--- config.mk ---
export PLATFORM = sky130hd
export DESIGN_NAME = ic_way_select
export DESIGN_NICKNAME = d
export VERILOG_FILES = /design/src/logic/ic_pkg.sv /design/src/logic/ic_way_select.sv
export SDC_FILE = /design/constraint.sdc
export NUM_CORES = 1
export LEC_CHECK = 0
export BUFFER_PORTS_ARGS = -buffer_cell sky130_fd_sc_hd__buf_2
export CAP_MARGIN = 10
export CORE_AREA = 4 4 262 264
export DETAILED_ROUTE_END_ITERATION = 10
export DIE_AREA = 0 0 266 268
export GPL_TIMING_DRIVEN = 0
export SYNTH_ARGS = -nofsm -noshare
export SYNTH_HDL_FRONTEND = slang
export SYNTH_SLANG_ARGS = --single-unit
--- constraint.sdc ---
create_clock -name vclk -period 1.2
set_clock_uncertainty 0.2 [all_clocks]
set_input_delay 0.12 -clock vclk [all_inputs]
set_output_delay 0.12 -clock vclk [all_outputs]
set_load 0.03 [all_outputs]
--- src/logic/ic_pkg.sv ---
package ic_pkg;

  // Fixed associativity, sizes the NRU vectors and the way select
  localparam int NUM_WAYS = 4;

  // Fetch byte address
  typedef logic [31:0] addr_t;

  // Byte address without the 4 offset bits, stored whole as the tag
  typedef logic [27:0] line_addr_t;

  typedef logic [127:0] line_t;  // One 16-byte line

  typedef logic [3:0] flags_t;  // One bit per 32-bit word

  typedef logic [1:0] way_t;

  // Hits, NRU bits and victim one-hot
  typedef logic [NUM_WAYS-1:0] way_vec_t;

endpackage
--- src/logic/ic_way_select.sv ---
`timescale 1ns/1ps

module ic_way_select (
  input  logic             clk,
  input  logic             rst,
  input  ic_pkg::way_vec_t hit_vec,
  input  ic_pkg::line_t    way_data  [ic_pkg::NUM_WAYS],
  input  ic_pkg::flags_t   way_flags [ic_pkg::NUM_WAYS],
  output logic             rd_hit,
  output ic_pkg::way_t     rd_way,
  output ic_pkg::line_t    rd_data,
  output ic_pkg::flags_t   rd_flags,
  output logic             tag_err
);

  import ic_pkg::*;

  // AND-OR over the one-hot hits
  always_comb begin
    rd_data  = '0;
    rd_flags = '0;
    rd_way   = '0;
    for (int w = 0; w < NUM_WAYS; w++) begin
      if (hit_vec[w]) begin
        rd_data  = rd_data | way_data[w];
        rd_flags = rd_flags | way_flags[w];
        rd_way   = rd_way | way_t'(w);  // Encoder
      end
    end
  end

  assign rd_hit = |hit_vec;

  // More than one bit set
  assign tag_err = (hit_vec & (hit_vec - 1'b1)) != '0;

  a_hit_onehot0: assert property (@(posedge clk) disable iff (rst)
    $onehot0(hit_vec))
    else $error("multiple ways hit");

endmodule

# Word level (Yosys, flattened, before mapping)
# Cells that the tools add are included.
[word_totals] reg_bits=0 input_bits=534 out_inout_bits=136 elab_cells=21
[classes] n_addsub=1 mux=11 bitwise_logic=7 n_reduce_logical=2
[ops] operator="2-to-1 mux 128 bit" count=4
[ops] operator="bitwise OR 128 bit" count=3
[ops] operator="2-to-1 mux 4 bit" count=4
[ops] operator="bitwise OR 4 bit" count=3
[ops] operator="AND 4 bit" count=1
[ops] operator="2-to-1 mux 2 bit" count=2
[ops] operator="nonzero test 4 bit" count=1
[ops] operator="OR reduction 4 bit" count=1
[ops] operator="subtractor 4 x 1 -> 4 bit (second input constant)" count=1
[ops] operator="2-to-1 mux 1 bit" count=1

# Logic depth before layout (Yosys ltp)
[logic_depth] ltp_word=7 ltp_mapped=5 depth_no_buf=2

# Least setup slack after synthesis
# OpenSTA, ideal clock, no wires.
[synth_path] path_kind="input to output" from="in hit_vec[3]" to="out rd_hit" t_arrival_ns=1.086 required_ns=0.880 path_slack_ns=-0.206 cell_stages=3 n_path_buf=1 path_cell_list="buf_2 > or2_1 > or3_1"
[synth_via] elab_chain_cells=1
[synth_lines] element="start, declared" line="ic_way_select.sv:6" text="input ic_pkg::way_vec_t hit_vec,"
[synth_lines] element="OR reduction 4 bit" line="ic_way_select.sv:32" text="assign rd_hit = |hit_vec;"
[synth_lines] element="end, declared" line="ic_way_select.sv:9" text="output logic rd_hit,"
# No other way between the ends.

# Final worst setup path
[layout_path] from="in hit_vec[0]" to="out rd_data[84]"
[layout_via] elab_chain_cells=7
[layout_lines] element="2-to-1 mux 128 bit (*)" line="ic_way_select.sv:24" text="if (hit_vec[w]) begin"
[layout_lines] element="bitwise OR 128 bit" line="ic_way_select.sv:25" text="rd_data = rd_data | way_data[w];"
[layout_lines] element="2-to-1 mux 128 bit (*)" line="ic_way_select.sv:24"
[layout_lines] element="bitwise OR 128 bit" line="ic_way_select.sv:25"
[layout_lines] element="2-to-1 mux 128 bit (*)" line="ic_way_select.sv:24"
[layout_lines] element="bitwise OR 128 bit" line="ic_way_select.sv:25"
[layout_lines] element="2-to-1 mux 128 bit (*)" line="ic_way_select.sv:24"
[layout_lines] element="end, declared" line="ic_way_select.sv:11" text="output ic_pkg::line_t rd_data,"
# Mark *: on every way between the ends. The rest lies on a longest branch, timed or not.

==> impl_metrics.toml <==
[synth]
seq_area_frac_synth_pct = 0
postSynthCellCount = 462
synth.distinct_cells = 11
yosysMostFrequentCell = "a22oi_1"
netlist_area_um2 = 2840
syn_area_per_cell_um2 = 6.15
synthTopCellsByArea = "a22oi_1 (70%), nand2_1 (17%), buf_2 (9.0%)"
synthesis.nets = 996
yosysTopAreaCell = "a22oi_1"
yosysWarnings = 0
synth_top_area_share_pct = 69.7
synth_common_cells = "a22oi_1 (264), nand2_1 (132), buf_2 (51), buf_6 (5), buf_1 (3)"

[layout]
fillerInstances = 7426
design.seq.count = 0
nets = 1715
final_layout_size_suffix_gt1_share_pct = 89.0
clock_buffers = 0
final-seq-area_um2 = 0
fin_area_um2 = 11000
area_growth_pct = 288
fin_util_pct = 16.5

[timing]
fin_crit_sh_pct = 120
slew_viol_final = 0
relSlewSlack_pct = 76.0
fin_crit_ps = 1440
final-setup-viol-count = 133
worstMarginPinSlew_ps = 360
fin_ws_ps = -238
hold_ws_ps = 344
fmax_mhz = 695
hold_viol = 0
rsz0062_at_grt = "yes"

[worst_setup_path]
critPathKind = "in2out"
critPathRequiredTime_ps = 880
worst_setup_path_start_kind = "primary input"
worstPathArrival_ps = 1120
cp-end-kind = "output pin"
cp_max_fo = 9

[pwr]
peakVddDrop_mv = 0.262
p_total_mw = 5.36
p_leak_nw = 4.99
p_per_area_nw_per_um2 = 487

[routing]
vias = 7845
ant_nets = 0
viasPerCell = 3.79
dr.pass1.iters = 4
avgRoutedWirePerCell_um = 26.9
drt_iter0_markers = 307
drc = 0
wirelength_um = 55700

[global_routing]
grt_pass1_wl_um = 67700
grt_pass1_vias = 7840
busiest_layer = "met2"
overflow = 0
antenna_found_initial = 69
grtUsageMet2_pct = 26.2
grt_use_met3_pct = 4.11
track_usage_pct = 14.0
met1_usage_pct = 15.3
grt_max_degree = 11

[hold_path]
hp-class = "in2out"

[placed_design]
placed_area_um2 = 7510
dp_hpwl_um = 45000
gp_congestion = 0.910
dp_worst_setup_slack_ps = -952
port_buffers = 664

[status]
failed_checks = "setup timing"
run_status = "finished with violations"

[run]
max-cap-violations = 0

[die]
ios = 670
coreArea_um2 = 66600
dieArea_um2 = 71300
die_y_um = 268
rows = 95
die_w_um = 266
start_util_pct = 4.27

[clock_network]
holdBufCountCts = 0
## routing by layer
metal / wire (um) / share of wire [%]
met1: 19700 / 35
met3: 5310 / 9.5
met2: 27600 / 50
met5: 53 / 0.095
met4: 3050 / 5.5
## kinds of logic (layout without fill, tap and decap cells)
group | count (synthesis) | in the layout | share of synthesized area [%]
compound gates | 266 | 266 | 70.3
buf+inv | 60 | 777 | 11.5
simple gates | 136 | 136 | 18.2
other cells | 0 | 20 | 0
## power by group
group	switching, mW	leakage [nW]	internal, mW
combinational	2.76	4.99	2.60
clock	0	0.000127	0.00000225
sequential	0	0	0
## final timing paths
check	from	end	slack (ps)	depth (start not counted)
setup / recovery	hit_vec[0]	rd_data[84]	-240	6
hold / removal	way_data[371]	rd_data[115]	340	4
## cell type report
cell class | count | area (um^2) | area share, %
Tap cell | 873 | 1090 | 9.92
Antenna cell | 20 | 50.0 | 0.454
Timing Repair Buffer | 719 | 5190 | 47.2
Buffer | 58 | 947 | 8.60
Multi-Input combinational cell | 402 | 3730 | 33.9
## critical path, cell delays in order
cell and delay, ps:
buf_16 120, buf_12 150, buf_12 160, a22oi_2 320
nand2_2 90, buf_6 150
## metrics by stage
| stage | instances | setup TNS (ps) |
|---|---|---|
| 2_1_floorplan | 462 | -879 |
| 3_3_place_gp | 1999 | -70460 |
| 3_5_place_dp | 1999 | -72140 |
| 4_1_cts | 2041 | -16450 |
| 5_1_grt | 2061 | -19110 |
| 6_report | 2072 | -14780 |
## placed cells by master (no fill, tap or decap), drive strengths merged
master    n
nor2      1
a22oi   264
bufbuf    2
buf     765
a211oi    2
or2       2
nand2   132
clkbuf   10
diode    20
or3       1
## timing repair
item	4_1_cts	5_1_grt
buffers inserted	25	6
hold endpoints to repair	0	0
pin swaps	83	85
endpoints found under the setup margin	136	135
gates cloned	17	9
gates resized for setup	575	116
No activity file was read; power rests on OpenSTA's default activity.
