[config.mk]
export PLATFORM = sky130hd
export DESIGN_NAME = ic_init_sweep
export DESIGN_NICKNAME = d
export VERILOG_FILES = /design/src/logic/ic_init_sweep.sv
export SDC_FILE = /design/constraint.sdc
export NUM_CORES = 1
export LEC_CHECK = 0
export BUFFER_PORTS_ARGS = -buffer_cell sky130_fd_sc_hd__buf_2
export CORE_AREA = 8 8 45 47
export CTS_BUF_LIST = sky130_fd_sc_hd__clkbuf_2 sky130_fd_sc_hd__clkbuf_4 sky130_fd_sc_hd__clkbuf_8
export CTS_CLUSTER_SIZE = 16
export DETAILED_ROUTE_END_ITERATION = 12
export DIE_AREA = 0 0 53 55
export GPL_TIMING_DRIVEN = 1
export PLACE_DENSITY = 0.44
export SYNTH_ARGS = -nofsm -noshare
export SYNTH_HDL_FRONTEND = slang
export SYNTH_SLANG_ARGS = --single-unit
[constraint.sdc]
create_clock -name clk -period 1.4 [get_ports clk]
set_clock_uncertainty 0.2 [all_clocks]
set_input_delay 0.28 -clock clk [delete_from_list [all_inputs] [get_ports clk]]
set_output_delay 0.28 -clock clk [all_outputs]
set_load 0.02 [all_outputs]
[src/logic/ic_init_sweep.sv]
`timescale 1ns/1ps

module ic_init_sweep #(
  parameter int SET_BITS = 6
) (
  input  logic                clk,
  input  logic                rst,
  input  logic                inv,
  output logic                busy,
  output logic [SET_BITS-1:0] sweep_set
);

  typedef enum logic {
    IDLE,
    SWEEP
  } state_t;

  localparam logic [SET_BITS-1:0] LAST_SET = {SET_BITS{1'b1}};

  state_t state;

  always_ff @(posedge clk) begin
    if (rst || inv) begin
      state     <= SWEEP;  // Restart from set 0
      sweep_set <= '0;
    end else if (state == SWEEP) begin
      sweep_set <= sweep_set + 1'b1;  // Wraps back to 0 at the end
      if (sweep_set == LAST_SET) begin
        state <= IDLE;
      end
    end
  end

  assign busy = (state == SWEEP);

  // Index parks at 0 between sweeps
  a_sweep_parked: assert property (@(posedge clk) disable iff (rst)
    !busy |=> $stable(sweep_set))
    else $error("sweep_set moved while idle");

endmodule

## Word level (Yosys, flattened, before mapping)

Cells that the tools add are included.

- Flip-flop bits (word level): 7
- Latch bits: 0
- Memory bits (writable): 0
- Memory bits (read-only): 0
- Bits of input ports: 3
- Output and inout bits: 7
- Logic and storage cells: 7
- Memories kept: 0

- $add $sub $neg: 1
- Multipliers: 0
- Divide/modulo/power cells: 0
- Magnitude comparators: 0
- Equal/unequal tests: 1
- Shift operators: 0
- Muxes and demuxes: 2
- Bitwise gates (word level): 0
- Reduce and logical (&&, ||, !) cells: 1

Operator list:

| kind | count |
|---|---|
| adder 6 x 1 -> 6 bit, second input constant | 1 |
| equality test 6 bit, second input constant | 1 |
| 2-to-1 mux 1 bit | 2 |
| logical OR 1 bit | 1 |

## Depth between registers and ports, before layout

- Depth in word-level cells: 3
- Depth in mapped cells: 4
- Gate-level depth less buffers: 4

## Least setup slack after synthesis

Ideal clock, no wire load.

- Kind: reg-to-reg
- Start point: register state, in the netlist busy
- End point: register sweep_set[5]
- Setup time: 70 ps
- Arrival: 1,172 ps
- Data required time: 1,130 ps
- Path slack: -42 ps
- Cell stages (with the launch flop): 5
- Buffers on the path: 1
- Clock period less this slack: 1,442 ps
- Path through: dfxtp_1 > buf_4 > nand4_2 > or3_1 > a21oi_1

RTL lines:

| element | RTL line | text |
|---|---|---|
| start, declared | 20 | `state_t state;` |
| start signal, assigned | 24 | `state <= SWEEP;` |
| start signal, assigned | 29 | `state <= IDLE;` |
| end signal, assigned | 27 | `sweep_set <= sweep_set + 1'b1;` |
| end, declared | 10 | `output logic [SET_BITS-1:0] sweep_set` |

## Worst setup path after layout

- Start point: register sweep_set[2]
- End point: output port sweep_set[2]

No word-level cell between the ends.

==> summary.txt <==
Timing
  – Final max-slew violation count: 0
  – Setup TNS: 0 ns
  – Final worst slack: between 0.04 and 0.05 ns
  – Final period util: 0.9662
  – Unrepaired setup endpoints after global routing: false
  – Worst slew margin: 0.7739
  – Worst slew pin tran: approximately 0.34 ns
  – FMAX: about 740 MHz
  – Finish-stage setup viols: 0
  – Period minus WS final: around 1.4 ns
  – Hold Vio Cnt, Final: 0

Logic synthesis
  – Yosys reg bits: 7
  – Gate count of the mapped netlist: 32
  – Seq/Total Area, Yosys: 0.4766
  – Post-synth net total: 36
  – Cell area after synthesis: approximately 300 um2
  – Synth unique cells: 16
  – Syn Area/Cell: a little over 9 um2
  – Synth warn: 0

Pwr
  – Sequential power share: 0.475
  – Pleak: roughly 0.00020 uW
  – Internal power: 339.2 uW
  – IR drop worst, VDD: ~0.27 mV
  – Clock network power share: 0.479
  – Cell Pwr Density: 1072 nW/um2
  – NetSw: 93.91 uW
  – Logic pwr share: 0.045
  – Sw Share: 0.2168

Critical path
  – Worst r2r path cells: 3
  – Arrival time worst endpoint: a little under 0.9 ns
  – Most used cell, CP: buf_4
  – WP data required: a little over 0.9 ns
  – Critical path class: reg2out
  – FF-to-FF setup slack: between 0.1 and 0.15 ns
  – Worst r2r dst: sweep_set[5]
  – CP top delay family: flip-flops
  – Slowest-stage cell, CP: dfxtp_2
  – Worst-path cell chain: buf_4 > buf_4
  – CP Capture Type: primary output
  – Crit path max fanout: 4
  – Worst path max stage delay: about 0.32 ns
  – Reg2Reg Launch Point: sweep_set[0]
  – Buf/Inv on CP: 2
  – Crit start category: register

Die
  – Row count: 14
  – Die area: approximately 2900 um2
  – DIE HEIGHT: about 55 um
  – Die width: 53 um
  – Core area: 1384 um2
  – Initial Util: 0.2125
  – Top Ports: 10

Final layout
  – Storage element area: about 140 um2
  – Multi-input gate area: between 100 and 150 um2
  – Final Cell Area: between 400 and 500 um2
  – Nets: 50
  – Post-layout util: 0.2920
  – Most frequent cells in the layout: buf_2, nor2_1, dfxtp_1, clkbuf_4
  – Fraction of layout cells with a size suffix above 1: 0.4000
  – Finished Layout Cells: 61
  – Ant diodes: 0
  – Area grow syn2layout: 37.45%
  – Filler cells: approximately 150
  – Commonest non-fill, non-tap cell in the layout: buf_2

Drt
  – Iteration-0 DRC Markers: 0
  – Wire length per cell: around 11 um
  – Routed Antenna Nets: 0
  – Drt pass-1 iters: 1
  – DR vias/cell: approximately 4.3
  – Final WL: roughly 670 um
  – # DRC: 0
  – Vias post-DR: between 200 and 300

Placed design
  – Dpl ws: between 0.1 and 0.15 ns
  – IO Port Bufs: 9
  – Post-Place Cells: 57
  – Area after DPL: about 370 um2
  – Dpl hpwl: between 500 and 600 um
  – Final GP Congestion: between 0.7 and 0.8

Hold path
  – Hold path cells: 3
  – Hold endpoint: busy
  – Class of the worst hold path: in2reg
  – Hold Crit Start: rst

CTS
  – TritonCTS buffer count: 3
  – CTS Root Cell: clkbuf_4
  – H-tree depth: 1
  – Skew-Pair Late Insertion Delay: 0.26 ns
  – Clock slew at reported path FFs: around 0.06 ns
  – CTS tree: built
  – TritonCTS Sinks: 7
  – Worst-case clock buffer depth: 2
  – Cts hold-fix bufs: 0

Flow run
  – Max-Cap Viols: 0

Global route
  – Remaining global-route overflow: 0
  – Largest net degree at the start of global routing: 7
  – Vias in the first global route: ~270
  – GRT Resource Usage Total: 0.06124
  – Initial antenna violation count: 0
  – First-pass GRT wire length: 1173 um

Outcome
  – Status: finished, final reports clean
## stage by stage
| stage | hold WS [ns] | total power [uW] |
|---|---|---|
| after floorplan | 0.1660 | 222.2 |
| after global placement | 0.2666 | 230.3 |
| after detailed placement | 0.2690 | 229.9 |
| after CTS | 0.001662 | 443.4 |
| after global routing | 0.01783 | 464.9 |
| final | 0.004568 | 433.1 |
## flip-flops by register name, indices dropped and copies added, names as in the netlist
name,flops
busy,1
sweep_set,6
## final cells by class
class | instances | area share
Clock buffer | 4 | 0.07430
Timing Repair Buffer | 11 | 0.1703
Multi-Input combinational cell | 23 | 0.3529
Tap cell | 16 | 0.04954
Sequential cell | 7 | 0.3529
## power groups by stage
stage | registers (uW) | logic [uW] | clock network [uW]
3_3_place_gp | 210 | 20.7 | 0
2_1_floorplan | 213 | 9.17 | 0
4_1_cts | 206 | 20.1 | 218
5_1_grt | 206 | 21.8 | 237
6_report | 206 | 19.7 | 208
3_5_place_dp | 210 | 20.0 | 0
## synthesized netlist by cell type (all sizes together)
| cell type | count | area (um2) |
|---|---|---|
| o21ai | 2 | 10.01 |
| mux2i | 1 | 10.01 |
| a21oi | 1 | 5.000 |
| nand3 | 1 | 5.000 |
| clkbuf | 1 | 3.750 |
| dfxtp | 7 | 140.1 |
| nand4 | 2 | 18.77 |
| xor2 | 3 | 26.28 |
| nand2 | 3 | 11.26 |
| or2 | 1 | 6.260 |
| xnor2 | 1 | 8.760 |
| nor2 | 6 | 22.52 |
| ha | 1 | 12.51 |
| buf | 1 | 7.510 |
| or3 | 1 | 6.260 |
## worst max-delay path by stage
stage               cells after the start  slack [ns]           end          from
floorplan                               3       0.007  sweep_set[5]  sweep_set[0]
global placement                        3        0.13  sweep_set[5]  sweep_set[1]
detailed placement                      3        0.12  sweep_set[5]  sweep_set[0]
CTS                                     2        0.01          busy          busy
global route                            2       0.003          busy          busy
finish                                  2        0.05  sweep_set[2]  sweep_set[2]
## per-layer routing
layer | global-route usage | up-vias | wire length [um]
met5 | 0 | - | 0
met4 | 0.07759 | 0 | 24
met3 | 0.04011 | 4 | 40
met2 | 0.08203 | 9 | 315
met1 | 0.05632 | 121 | 290
li1 | - | 131 | -
## cells by family (layout without fill, tap and decap cells)
logic type / Yosys count / after routing / synth area share
simple gates: 14 / 14 / 0.2383
flops: 7 / 7 / 0.4766
xor+xnor: 4 / 4 / 0.1192
compound gates: 3 / 3 / 0.05105
buf+inv: 2 / 15 / 0.03830
fa+ha+maj: 1 / 1 / 0.04255
mux: 1 / 1 / 0.03404
## tightest hold or removal path: stages
cell and delay, ns:
buf_2 0.08, nor2_1 0.03, nand2_1 0.04
## repair_timing
action / 4_1_cts / 5_1_grt
gates resized for setup: 1 / 2
setup endpoints to repair: 1 / 2
setup buffers: 0 / 0
Power figures use the tool's default switching activity.
