`config.mk`:
```
export PLATFORM = sky130hd
export DESIGN_NAME = ic_tag_way
export DESIGN_NICKNAME = d
export VERILOG_FILES = /design/src/logic/ic_pkg.sv /design/src/logic/ic_tag_way.sv
export SDC_FILE = /design/constraint.sdc
export NUM_CORES = 2
export LEC_CHECK = 0
export BUFFER_PORTS_ARGS = -buffer_cell sky130_fd_sc_hd__buf_2
export CORE_MARGIN = 2
export CORE_UTILIZATION = 28
export DETAILED_ROUTE_END_ITERATION = 10
export HOLD_SLACK_MARGIN = 0.02
export MAX_ROUTING_LAYER = met4
export PLACE_DENSITY = 0.48
export SETUP_SLACK_MARGIN = 0.15
export SKIP_LAST_GASP = 1
export SYNTH_ARGS = -nofsm -noshare
export SYNTH_HDL_FRONTEND = slang
export SYNTH_SLANG_ARGS = --single-unit
```
`constraint.sdc`:
```
create_clock -name clk -period 4.8 [get_ports clk]
set_input_delay 0.48 -clock clk [delete_from_list [all_inputs] [get_ports clk]]
set_output_delay 0.48 -clock clk [all_outputs]
set_load 0.005 [all_outputs]
```
`src/logic/ic_pkg.sv`:
```
package ic_pkg;

  // Fixed associativity, sizes the NRU vectors and the way select
  localparam int NUM_WAYS = 4;

  // Fetch byte address
  typedef logic [31:0] addr_t;

  // Byte address without the 4 offset bits, stored whole as the tag
  typedef logic [27:0] line_addr_t;

  typedef logic [127:0] line_t;  // One 16-byte line

  typedef logic [3:0] flags_t;  // One bit per 32-bit word

  typedef logic [1:0] way_t;

  // Hits, NRU bits and victim one-hot
  typedef logic [NUM_WAYS-1:0] way_vec_t;

endpackage
```
`src/logic/ic_tag_way.sv`:
```
`timescale 1ns/1ps

module ic_tag_way #(
  parameter int SET_BITS = 6
) (
  input  logic                clk,
  input  logic                rst,
  input  logic                busy,
  input  logic [SET_BITS-1:0] sweep_set,
  input  logic                rd_en,
  input  logic [SET_BITS-1:0] rd_set,
  input  ic_pkg::line_addr_t  rd_line,
  input  logic                fill_we,
  input  logic [SET_BITS-1:0] fill_set,
  input  ic_pkg::line_addr_t  fill_line,
  output logic                hit,
  output logic                old_valid,
  output ic_pkg::line_addr_t  old_line
);

  import ic_pkg::*;

  localparam int NUM_SETS = 1 << SET_BITS;

  line_addr_t          tag_mem [NUM_SETS];
  logic [NUM_SETS-1:0] valid;
  logic [SET_BITS-1:0] rd_idx;

  // Read index, held until the next read
  always_ff @(posedge clk) begin
    if (rst) begin
      rd_idx <= '0;
    end else if (rd_en) begin
      rd_idx <= rd_set;
    end
  end

  always_ff @(posedge clk) begin
    if (busy) begin
      valid[sweep_set] <= 1'b0;
    end else if (fill_we) begin
      tag_mem[fill_set] <= fill_line;
      valid[fill_set]   <= 1'b1;
    end
  end

  // rd_line arrives already delayed to line up with rd_idx
  assign hit = !busy && valid[rd_idx] && (tag_mem[rd_idx] == rd_line);

  // Entry about to be replaced
  assign old_valid = valid[fill_set];
  assign old_line  = tag_mem[fill_set];

  // Top must hold fills off for the whole sweep
  a_no_fill_in_sweep: assert property (@(posedge clk) disable iff (rst)
    busy |-> !fill_we)
    else $error("fill write during sweep");

endmodule

```
After elaboration in Yosys (flattened, before gate mapping) --
Memory sizes are Yosys's and may differ from the RTL's. A register that Yosys moved wholly into a read port is not among the register bits. Cells that the tools add are included. Widths: inputs -> output; s select.
Word-level totals: bits in registers 70, memory bits (writable) 1792, output and inout bits 30, word-level logic and storage cells 33, memories 1
Memory list:
- tag_mem | depth 64, width 28, read ports 2, clocked after Yosys merged registers in 1, wr ports 1, RTL line ic_tag_way.sv:25 | line_addr_t tag_mem [NUM_SETS];
Operators by class: magnitude comparators 5, eq/ne operators 1, multiplexer cells 15, bitwise operators 3, reductions and logical operators 6
Operators by type and width (count):
- $mux 64 | 2
- $and 64x64->64 | 1
- $not 64->64 | 1
- $or 64x64->64 | 1
- $eq 28x28->1 | 1
- $lt 6x7->1 const B | 3
- $bmux 1 s6 | 2
- $demux 1 s6 | 2
- $ge 6x1->1 const B | 2
- $mux 6 | 2
- $mux 1 | 7
- $logic_and 1x1->1 | 4
- $reduce_bool 2->1 | 1
- $logic_not 1->1 | 1

Logic depth before layout (Yosys ltp) --
depth after elaboration 7, depth in mapped cells 13, mapped depth without buffers 8

Worst setup path before layout --
No wires, ideal clock.
path type input to register, from in fill_set[0], to mem tag_mem[0][0] (netlist name), enable pin, library setup time 0.413 ns, arrival time 3.197 ns, setup slack 1.190 ns, stages on the path 6, path buffers 3, path through clkbuf_1 > nor3_1 > clkbuf_1 > buf_1 > nand2b_1 > nor2_1
RTL lines:
- from (decl) | RTL line ic_tag_way.sv:14 | input logic [SET_BITS-1:0] fill_set,
- to (decl) | RTL line ic_tag_way.sv:25
Straight into the memory's write port.

Final worst setup path --
from reg rd_idx[0], to out hit
On the way: word-level cells in the longest chain between the ends 4
Ends and longest elaborated chain:
- from (decl) | RTL line ic_tag_way.sv:27 | logic [SET_BITS-1:0] rd_idx;
- from (signal assigned) | RTL line ic_tag_way.sv:34 | rd_idx <= rd_set;
- $bmux 1 s6 | RTL line ic_tag_way.sv:48 | assign hit = !busy && valid[rd_idx] && (tag_mem[rd_idx] == rd_line);
- $mux 1 (implied by the code) | RTL line ic_tag_way.sv:48
- $logic_and 1x1->1 (2 in a row) | RTL line ic_tag_way.sv:48
- to (decl) | RTL line ic_tag_way.sv:16 | output logic hit,
No other way between the ends. The select of a mux whose other input is x is not followed.

==> metrics.txt <==
first-iteration detailed-routing DRC count=10700; crit path capture type=output port; Seq/Total Area, Yosys=between 60 and 70%; Setup violations, final=1; Post-synth ARST share=0%; Syn Area/Cell=between 15 and 20 um2; Seq pwr share=47.9%; post-synthesis mux area share=between 10% and 20%; Worst VDD drop=0.000281 V; crit-path max cell delay=approximately 1.1 ns; area share of fa/ha/maj cells after synthesis=0%; Rows=200; synthesized area=between 0.08 and 0.09 mm2; cts bufs inserted=201; maximum clock skew at final layout=0.0661 ns; DRC=0; Synth Warn #=0; global placer's final weighted congestion=between 0.9 and 1; RSZ-0062 raised after global routing=true; kind of critical path=register to output port; Tot Pwr=38.0 mW; Startpoint Class=register; main combinational cell family by area after synthesis=multiplexers; grt ovf=0; EDFF count, synth=around 1900; Comb power frac=under 10%; final worst slack=-0.364 ns; vias in the first global route=56700; Slew Viols, Final=0; Register Area=between 0.05 and 0.06 mm2; Pre-antenna DRT Iters=6; xor/xnor share of the synthesized area=0.147%; largest cells by area after synthesis=edfxtp_1 67%, mux4_2 12%, a22oi_1 9.8%; crit path DAT=roughly 4.7 ns; wire length per cell=41.6 um; Synth top cells by count=1856 x edfxtp_1, 1091 x a22oi_1, 442 x mux4_2, 276 x clkbuf_1, 272 x nand4_1; Clk network pwr share=approximately 42%; post-synth cell types=just under 80; Avg Vias per Cell=6.36; clk slew on worst S/H paths=around 0.07 ns; Clock Latency Late Sink=~0.89 ns; Layout Nets=between 5000 and 6000; Worst Hold Class=primary input to register; fraction of layout cells with a size suffix above 1=26.9%; Slew @ Worst Pin=between 1 and 1.5 ns; Int Power=~29 mW; Worst Min Path Start=rd_set[0]; largest net degree at the start of global routing=70; clk buf depth=4; beginning of the worst register-to-register path=rd_idx[4]; total wire length=394 mm; Synth Area in Simple Gates=under 10%; pre-CTS worst setup slack=-0.713 ns; Static Leakage=30.2 nW; IO buf count=108; DR vias=60100; max cap viols=1; part of the cycle the worst path needs=108%; share of the synthesized area in the top cell type=approximately two thirds; CTS sink cnt=approximately 1900; post-DP HPWL=227 mm; Top FF cell, synth=edfxtp_1; crit path launch=rd_idx[0]; Fin. Hold Viols=0; post-synth top area cell=edfxtp_1; I/O pins=between 100 and 150; Period minus WS final=just over 5 ns; Critical-path top delay cell=o21ai_0; Net Sw Frac=between 20% and 30%; CP Max Fanout=15; CTS tree=built; remaining antenna violation count=0; die width=551 um; Syn Inst Count=5011; Synth Register Bits=between 1500 and 2000; fillcell total=around 28000; failing checks=max-capacitance violations, negative setup slack; fmax=~0.19 GHz; total negative slack=-0.364 ns; first-pass GRT wire length=between 500 and 600 mm; Worst slew margin=between 1.5 and 2%; Pwr Density=between 300 and 400 mW/mm2; GRT Overall Usage=26.0%; Initial Util=~28%; critical path, cell by cell=buf_4 -> mux4_2 -> mux4_2 -> o21ai_0 -> a22o_1 -> nor4b_2 -> nand4_1 -> nor4b_4 -> buf_4 -> buf_2; count leader, synth=edfxtp_1; Syn-to-layout area delta=20.1%; Synth Area in Compound Gates=12.3%; Post-Synthesis Net Count=roughly 5100; die area=about 0.3 mm2; Core Box Area=approximately 0.30 mm2; area taken by multi-input logic gates=0.0267 mm2; CTS root buffer=clkbuf_16; antenna violations before repair=35; Critical Path RT=around 4.3 ns; status=complete, but fails checks; Die Height=551 um; NetSw=between 9 and 10 mW; H-tree Lvls=4
-- sequential cells by signal (all words and copies together) (netlist names), named ones only --
signal	count
valid	64
rd_idx	6
tag_mem	1792
-- through the flow --
stage	hold slack [ns]	cells	util (%)	cell area, um2
after global placement	0.604	8991	30.9	91900
after detailed placement	0.618	8991	30.9	91900
after floorplan	0.512	5011	-	83600
after global routing	0.0340	9453	33.8	100000
final	0.0545	9461	33.8	100000
after CTS	0.0252	9414	33.7	100000
-- layout make-up --
type | count | share of cell area [%]
antenna | 33 | 0.0822
inverter | 11 | 0.0498
tap | 3939 | 4.91
sequential | 1868 | 55.8
timing repair buffer | 538 | 5.98
clock buffer | 237 | 5.21
multi-input combinational | 2713 | 26.6
clock inverter | 122 | 1.39
-- cells by family after synthesis --
kind of cell | count (synthesis)
muxes | 597
DFF | 1868
xor gates and xnor gates | 14
AOI/OAI and AO/OA | 1417
buffers and inverters | 430
and+or+nand+nor | 685
-- power groups by stage --
stage	Combinational (mW)	Sequential (mW)	Clock, mW
floorplan	1.68	18.5	0
global placement	3.38	18.5	0
detailed placement	3.38	18.6	0
CTS	3.62	18.2	16.2
global route	3.81	18.2	16.8
finish	3.73	18.2	16.0
-- cell usage in the layout (no fill, tap or decap), types with 17 or more instances in the layout --
master     count
nor3_1        17
nand2_1       83
edfxtp_1    1856
clkbuf_1      33
nor2_4        70
clkbuf_16    206
buf_2        108
buf_4        258
o22ai_1       31
mux4_2       442
buf_6         19
clkinv_1      41
a22oi_1     1088
buf_16        21
clkinv_2      28
o21ai_0       17
mux2_2        20
nand4_1      272
nand2b_1      26
mux2i_1      120
nor2_1        69
buf_12       113
a21oi_1      153
diode_2       33
nand3_1       35
bufinv_16     28
-- per-layer routing --
layer / GRT usage [%] / share of wire [%] / vias to the layer above
met1: 31.7 / 37 / 31800
li1: - / - / 22400
met3: 5.81 / 11 / 1091
met5: - / 0 / -
met4: 16.2 / 7.2 / 0
met2: 39.1 / 45 / 4890
-- final timing paths --
| kind | endpoint | slack [ns] | cells past startpoint |
|---|---|---|---|
| min | register | 0.05 | 3 |
| max | hit | -0.36 | 10 |
| min reg2reg | valid[2] | 0.63 | 2 |
| max reg2reg | rd_idx[4] | 3.29 | 2 |
-- critical path, delay by kind of cell (launching register included) --
family          cells  cell delay, ns
simple gates        3            0.40
flops               1            0.38
mux                 2            1.04
buf+inv             3            0.60
compound gates      2            1.41
-- timing repair --
item	in CTS	in global routing
pin swaps	24	12
endpoints found under the setup margin	1	1
setup buffers	49	12
hold buffers	1	0
endpoints found under the hold margin	3	0
resized for setup	137	25
cloned	14	2
(Power assumes the default switching activity.)
