$ cat src/logic/ic_pkg.sv
package ic_pkg;

  // Fixed associativity, sizes the NRU vectors and the way select
  localparam int NUM_WAYS = 4;

  // Fetch byte address
  typedef logic [31:0] addr_t;

  // Byte address without the 4 offset bits, stored whole as the tag
  typedef logic [27:0] line_addr_t;

  typedef logic [127:0] line_t;  // One 16-byte line

  typedef logic [3:0] flags_t;  // One bit per 32-bit word

  typedef logic [1:0] way_t;

  // Hits, NRU bits and victim one-hot
  typedef logic [NUM_WAYS-1:0] way_vec_t;

endpackage
$ cat src/logic/ic_nru.sv
`timescale 1ns/1ps

module ic_nru #(
  parameter int SET_BITS = 6
) (
  input  logic                clk,
  input  logic                rst,
  input  logic                busy,
  input  logic [SET_BITS-1:0] sweep_set,
  input  logic                fill_en,
  input  logic [SET_BITS-1:0] fill_set,
  output ic_pkg::way_vec_t    victim,
  input  ic_pkg::way_vec_t    hit_vec,
  input  logic [SET_BITS-1:0] hit_set
);

  import ic_pkg::*;

  localparam int NUM_SETS = 1 << SET_BITS;

  way_vec_t nru_mem [NUM_SETS];
  way_vec_t fill_cur;
  logic     hit_any;
  logic     same_set;

  // Mark the used ways and keep only those once every way is marked
  function automatic way_vec_t nru_next(way_vec_t cur, way_vec_t mark);
    way_vec_t merged;
    merged = cur | mark;
    return (&merged) ? mark : merged;
  endfunction

  assign fill_cur = nru_mem[fill_set];
  assign hit_any  = |hit_vec;
  assign same_set = hit_any && fill_en && (hit_set == fill_set);

  // Lowest way not recently used
  assign victim = ~fill_cur & (fill_cur + 1'b1);

  always_ff @(posedge clk) begin
    if (rst || busy) begin
      nru_mem[sweep_set] <= '0;
    end else if (same_set) begin
      nru_mem[fill_set] <= nru_next(fill_cur, hit_vec | victim);  // Merged update
    end else begin
      if (hit_any) nru_mem[hit_set] <= nru_next(nru_mem[hit_set], hit_vec);
      if (fill_en) nru_mem[fill_set] <= nru_next(fill_cur, victim);
    end
  end

  a_victim_onehot: assert property (@(posedge clk) disable iff (rst || busy)
    fill_en |-> $onehot(victim))
    else $error("victim not one-hot on fill");

endmodule

$ cat config.mk
export PLATFORM = sky130hd
export DESIGN_NAME = ic_nru
export DESIGN_NICKNAME = d
export VERILOG_FILES = /design/src/logic/ic_pkg.sv /design/src/logic/ic_nru.sv
export SDC_FILE = /design/constraint.sdc
export NUM_CORES = 1
export LEC_CHECK = 0
export BUFFER_PORTS_ARGS = -buffer_cell sky130_fd_sc_hd__buf_4
export CORE_ASPECT_RATIO = 0.5
export CORE_MARGIN = 2
export CORE_UTILIZATION = 30
export CTS_BUF_LIST = sky130_fd_sc_hd__clkbuf_8
export CTS_CLUSTER_DIAMETER = 200
export DETAILED_ROUTE_END_ITERATION = 10
export PLACE_DENSITY = 0.47
export SYNTH_ARGS = -nofsm -noshare
export SYNTH_HDL_FRONTEND = slang
export SYNTH_SLANG_ARGS = --single-unit
$ cat constraint.sdc
create_clock -name clk -period 6.75 [get_ports clk]
set_clock_uncertainty 0.2 [all_clocks]
set_input_delay 0.675 -clock clk [delete_from_list [all_inputs] [get_ports clk]]
set_output_delay 0.675 -clock clk [all_outputs]
set_load 0.01 [all_outputs]
# --- Word-level counts from Yosys, hierarchy flattened ---
# Memory sizes are Yosys's and may differ from the RTL's.
# Index checks and enable logic that the tools add are counted.
totals:
  register_bits: 0
  latch_bits: 0
  mem_bits_rw: 256
  rom_bits: 0
  in_bits: 26
  out_inout_bits: 4
  wordCells: 38
  mem_count: 1
classes:
  n_addsub: 1
  n_mul: 0
  div: 0
  order_cmp: 0
  eq_ne: 1
  shift: 0
  muxes: 20
  n_bitwise: 7
  reduce_logical: 8
memory_table:
  columns: ["memory", "words", "word_bits", "read_ports", "rd_ports_with_merged_regs", "write_ports", "line_no", "rtl"]
  rows:
  - ["nru_mem", 64, 4, 2, 0, 2, "ic_nru.sv:21", "way_vec_t nru_mem [NUM_SETS];"]
op_table:
  columns: ["cell", "n"]
  rows:
  - ["$mux W4", 5]
  - ["$or A4 B4 Y4", 4]
  - ["$mux W1", 14]
  - ["$reduce_and A4 Y1", 3]
  - ["$reduce_or A4 Y1", 2]
  - ["$eq A6 B6 Y1", 1]
  - ["$mux W6", 1]
  - ["$add A4 B1 Y4 const B", 1]
  - ["$and A4 B4 Y4", 1]
  - ["$not A4 Y4", 1]
  - ["$logic_and A1 B1 Y1", 2]
  - ["$logic_or A1 B1 Y1", 1]
  - ["$or A1 B1 Y1", 1]

# --- Logic depth before layout (Yosys ltp) ---
logic_depth:
  ltp_word: 9
  depth_mapped: 15
  ltp_nobuf: 10

# --- Worst setup path before layout ---
# No wires, ideal clock.
synth_path:
  path_type: "input to register"
  startpoint: "in fill_set[0]"
  endpoint: "mem nru_mem[10][3] in the netlist's numbering (data pin)"
  setup_ps: 262
  arrival_time_ps: 3286
  required_ps: 6288
  path_slack_ps: 3003
  path_stages: 13
  path_buffers: 4
  cell_sequence: "buf_6 -> buf_12 -> buf_8 -> mux4_2 -> nand2_1 -> nand4_1 -> o22ai_1 -> a41o_2 -> a2111oi_0 -> o41a_1 -> a21oi_4 -> buf_12 -> a21oi_2"
synth_lines:
  columns: ["item", "line_no", "rtl"]
  rows:
  - ["start: declaration", "ic_nru.sv:11", "input logic [SET_BITS-1:0] fill_set,"]
  - ["end: declaration", "ic_nru.sv:21", null]

==> impl_metrics.toml <==
[pwr]
p_comb_share_pct = 18.9
p_switching_uw = 1230
max-vdd-ir-drop_v = 0.000129
power.total_uw = 3830
seq_power_share_pct = 46.4
clkPwrFrac_pct = 34.7
cellPowerDensity_mw_per_mm2 = 213
p_int_uw = 2590
power_leakage_uw = 0.00629
switching_share_pct = 32.2

[worst_setup_path]
path_cells = "buf_4 > nor2b_1 > a22oi_1 > a221oi_1 > o32ai_1 > a2111oi_2 > nor3_1 > a21o_2 > buf_12 > mux2i_1"
critPathLaunchType = "input port"
max_stage_delay_ps = 1070
slowest_stage = "nor2b_1"
cp_max_fo = 50
r2r_slack_ps = 2360
worstSetupPathType = "input port to flip-flop"
cp.arrival_ps = 5400
end_kind = "flip-flop"
cp.required_ps = 6980

[synth]
synth_edf_count = 256
synthArstFlopShare_pct = 0
syn_area_sq_mm = 0.0165
ys_types = 90
ys_seq_elements = 256
synthCells = 1431
syn-num-nets = 1457
syn_area_per_cell_sq_um = 11.6
ys_seq_area_share_pct = 46.5
ys_warn_count = 0
synth_ff_type = "edfxtp_1"

[route]
dr_total_vias = 14100
drcViolationCount = 0
antenna_left = 0
wl_um = 71600
routedWlPerCell_um = 32.7
dr.pass1.iters = 5
drtIter0Drc = 1942
via_per_inst = 6.41

[clock_network]
cts_num_sinks = 256
worst_skew_pair.late_latency_ps = 610
cts_setup_buffers = 0
cts.clk_slew.worst_paths_ps = 60
ctsHoldBuffers = 0
htree_num_levels = 2
cts_inserted_buffers = 44
post_cts_resize_count = 0
cts-root-buf = "clkbuf_8"
cts_buffer_depth = 3
tritoncts = "done"

[placement]
gp_congestion = 0.977
hpwl_um = 47900
numPortBuffers = 29

[sta]
tightest_slew_ps = 1270
period_minus_slack_ps = 5170
drv_slew = 0
finalCritPeriodShare_pct = 76.6
rsz0062_at_grt = "false"
final_hold_viol_count = 0
setup_viol_count_final = 0
max_slew_margin_pct = 15.4
setup_tns_ps = 0
max_freq_mhz = 193

[die]
num_rows = 60
die_width_um = 336
io_pins = 30
placeableCoreArea_sq_mm = 0.0541
die_h_um = 170
die-area_sq_mm = 0.0571
start_util_pct = 30.5

[grt]
grt_max_degree = 65
grt.total_usage_pct = 24.7
antenna_found_initial = 2
overflow = 0
grt_pass1_vias = 13300
grt_first_pass_wirelength_um = 101000

[outcome]
status = "completed"

[layout]
synthToLayoutAreaGrowth_pct = 8.70
largest_reg_flops = 256
regMostFlops = "nru_mem"
nNetsFinal = 1444
drive_above_1_share_pct = 20.5
top_regs = "nru_mem: 256 flops"

[hold_path]
min_path_type = "input port to flip-flop"

[run]
maxCapViolCount = 0
-- per-stage QoR --
stage                     hold WS (ps)  utilization [%]  setup WS [ps]  std cells  instance area, sq um
after global placement            1310             31.8           1160       2116                 17200
final                              738             33.2           1580       2194                 18000
after floorplan                    891                -           3000       1431                 16500
after detailed placement          1320             31.8           1180       2116                 17200
after global routing               722             33.2           1630       2194                 18000
after CTS                          678             33.2           1830       2193                 18000
-- layout make-up --
type	count	area (sq um)
diodes	1	2.50
clock buffers	45	619
clock inverters	32	136
fillers	5427	36200
inverters	10	42.5
multi-input cells	1039	8010
flip-flops and latches	256	7690
well taps	744	931
repair buffers	67	541
-- worst paths after layout --
path	endpoint	start	cells past startpoint
setup reg to reg	nru_mem[26][1]	nru_mem[53][0]	11
hold reg to reg	nru_mem[58][2]	nru_mem[43][2]	6
hold / removal	nru_mem[10][3]	sweep_set[2]	4
setup / recovery	nru_mem[33][2]	hit_set[1]	10
-- critical path: cells and delay by family --
| family | cells | cell delay [ps] |
|---|---|---|
| buf+inv | 2 | 910 |
| simple gates | 2 | 1190 |
| mux | 1 | 190 |
| compound gates | 5 | 2270 |
-- layer usage --
| layer | share of wire, % | GRT usage, % | up-vias |
|---|---|---|---|
| met5 | 0.13 | 1.19 | - |
| met4 | 4.4 | 10.1 | 2 |
| met3 | 12 | 6.73 | 168 |
| met2 | 42 | 35.6 | 967 |
| met1 | 42 | 34.9 | 7237 |
| li1 | - | - | 5692 |
-- cells in the mapped netlist, drive strengths merged, types with 3 or more instances --
cell / n / area [sq um]
mux2i: 123 / 1230
a2111oi: 4 / 41.3
nand3b: 4 / 30.0
inv: 9 / 38.8
nand3: 24 / 120
and2: 14 / 87.6
nor4: 7 / 50.1
or3: 3 / 18.8
mux2: 41 / 462
nand2: 174 / 653
a32o: 4 / 40.0
a31oi: 4 / 25.0
nor3: 14 / 90.1
buf: 89 / 677
a221o: 21 / 210
mux4: 68 / 1540
xnor2: 4 / 35.0
a22o: 6 / 52.6
clkbuf: 37 / 139
nand2b: 5 / 31.3
o31ai: 4 / 35.0
o21ai: 75 / 379
nand4: 3 / 18.8
o221ai: 3 / 26.3
a31o: 4 / 35.0
nor2: 94 / 353
a221oi: 15 / 131
nor2b: 16 / 100
edfxtp: 256 / 7690
a22oi: 32 / 254
a21oi: 76 / 523
nor3b: 5 / 47.5
a21o: 4 / 30.0
o22a: 3 / 26.3
o22ai: 138 / 863
o21a: 3 / 22.5
or3b: 4 / 35.0
-- cell families after synthesis --
group           count (synthesis)  synth area share, %
mux                           232                 19.5
flops                         256                 46.5
fa+ha+maj                       1               0.0681
buf+inv                       136                 5.19
simple gates                  375                 10.3
compound gates                425                 18.1
xor+xnor                        6                0.318
-- layout by cell type, fill, tap and decap left out, types with 4 or more instances in the layout --
cell	n
a31o_2	4
and2_1	13
mux2i_1	123
clkinv_2	7
nand2b_1	5
mux4_2	66
nand2_1	174
clkinv_1	13
nor3_2	4
o21ai_0	72
edfxtp_1	256
o22ai_1	138
clkbuf_8	45
xnor2_1	4
nor4_1	6
a31oi_1	4
a221oi_1	15
a221o_1	21
inv_1	17
nand3b_1	4
mux2_2	37
a22oi_1	31
nor2b_1	16
a21oi_1	40
nand3_1	24
a32o_1	4
nor3_1	10
mux2_1	4
buf_4	64
a21oi_2	33
nor2_1	93
a22o_1	6
-- power by group through the flow --
stage	sequential (uW)	clock, uW	combinational [uW]
final	1770	1330	723
after global routing	1770	1410	740
after CTS	1770	1330	700
after detailed placement	1810	0	699
after global placement	1810	0	697
after floorplan	1800	0	444
Note: power is estimated with default switching activity, not from simulation.
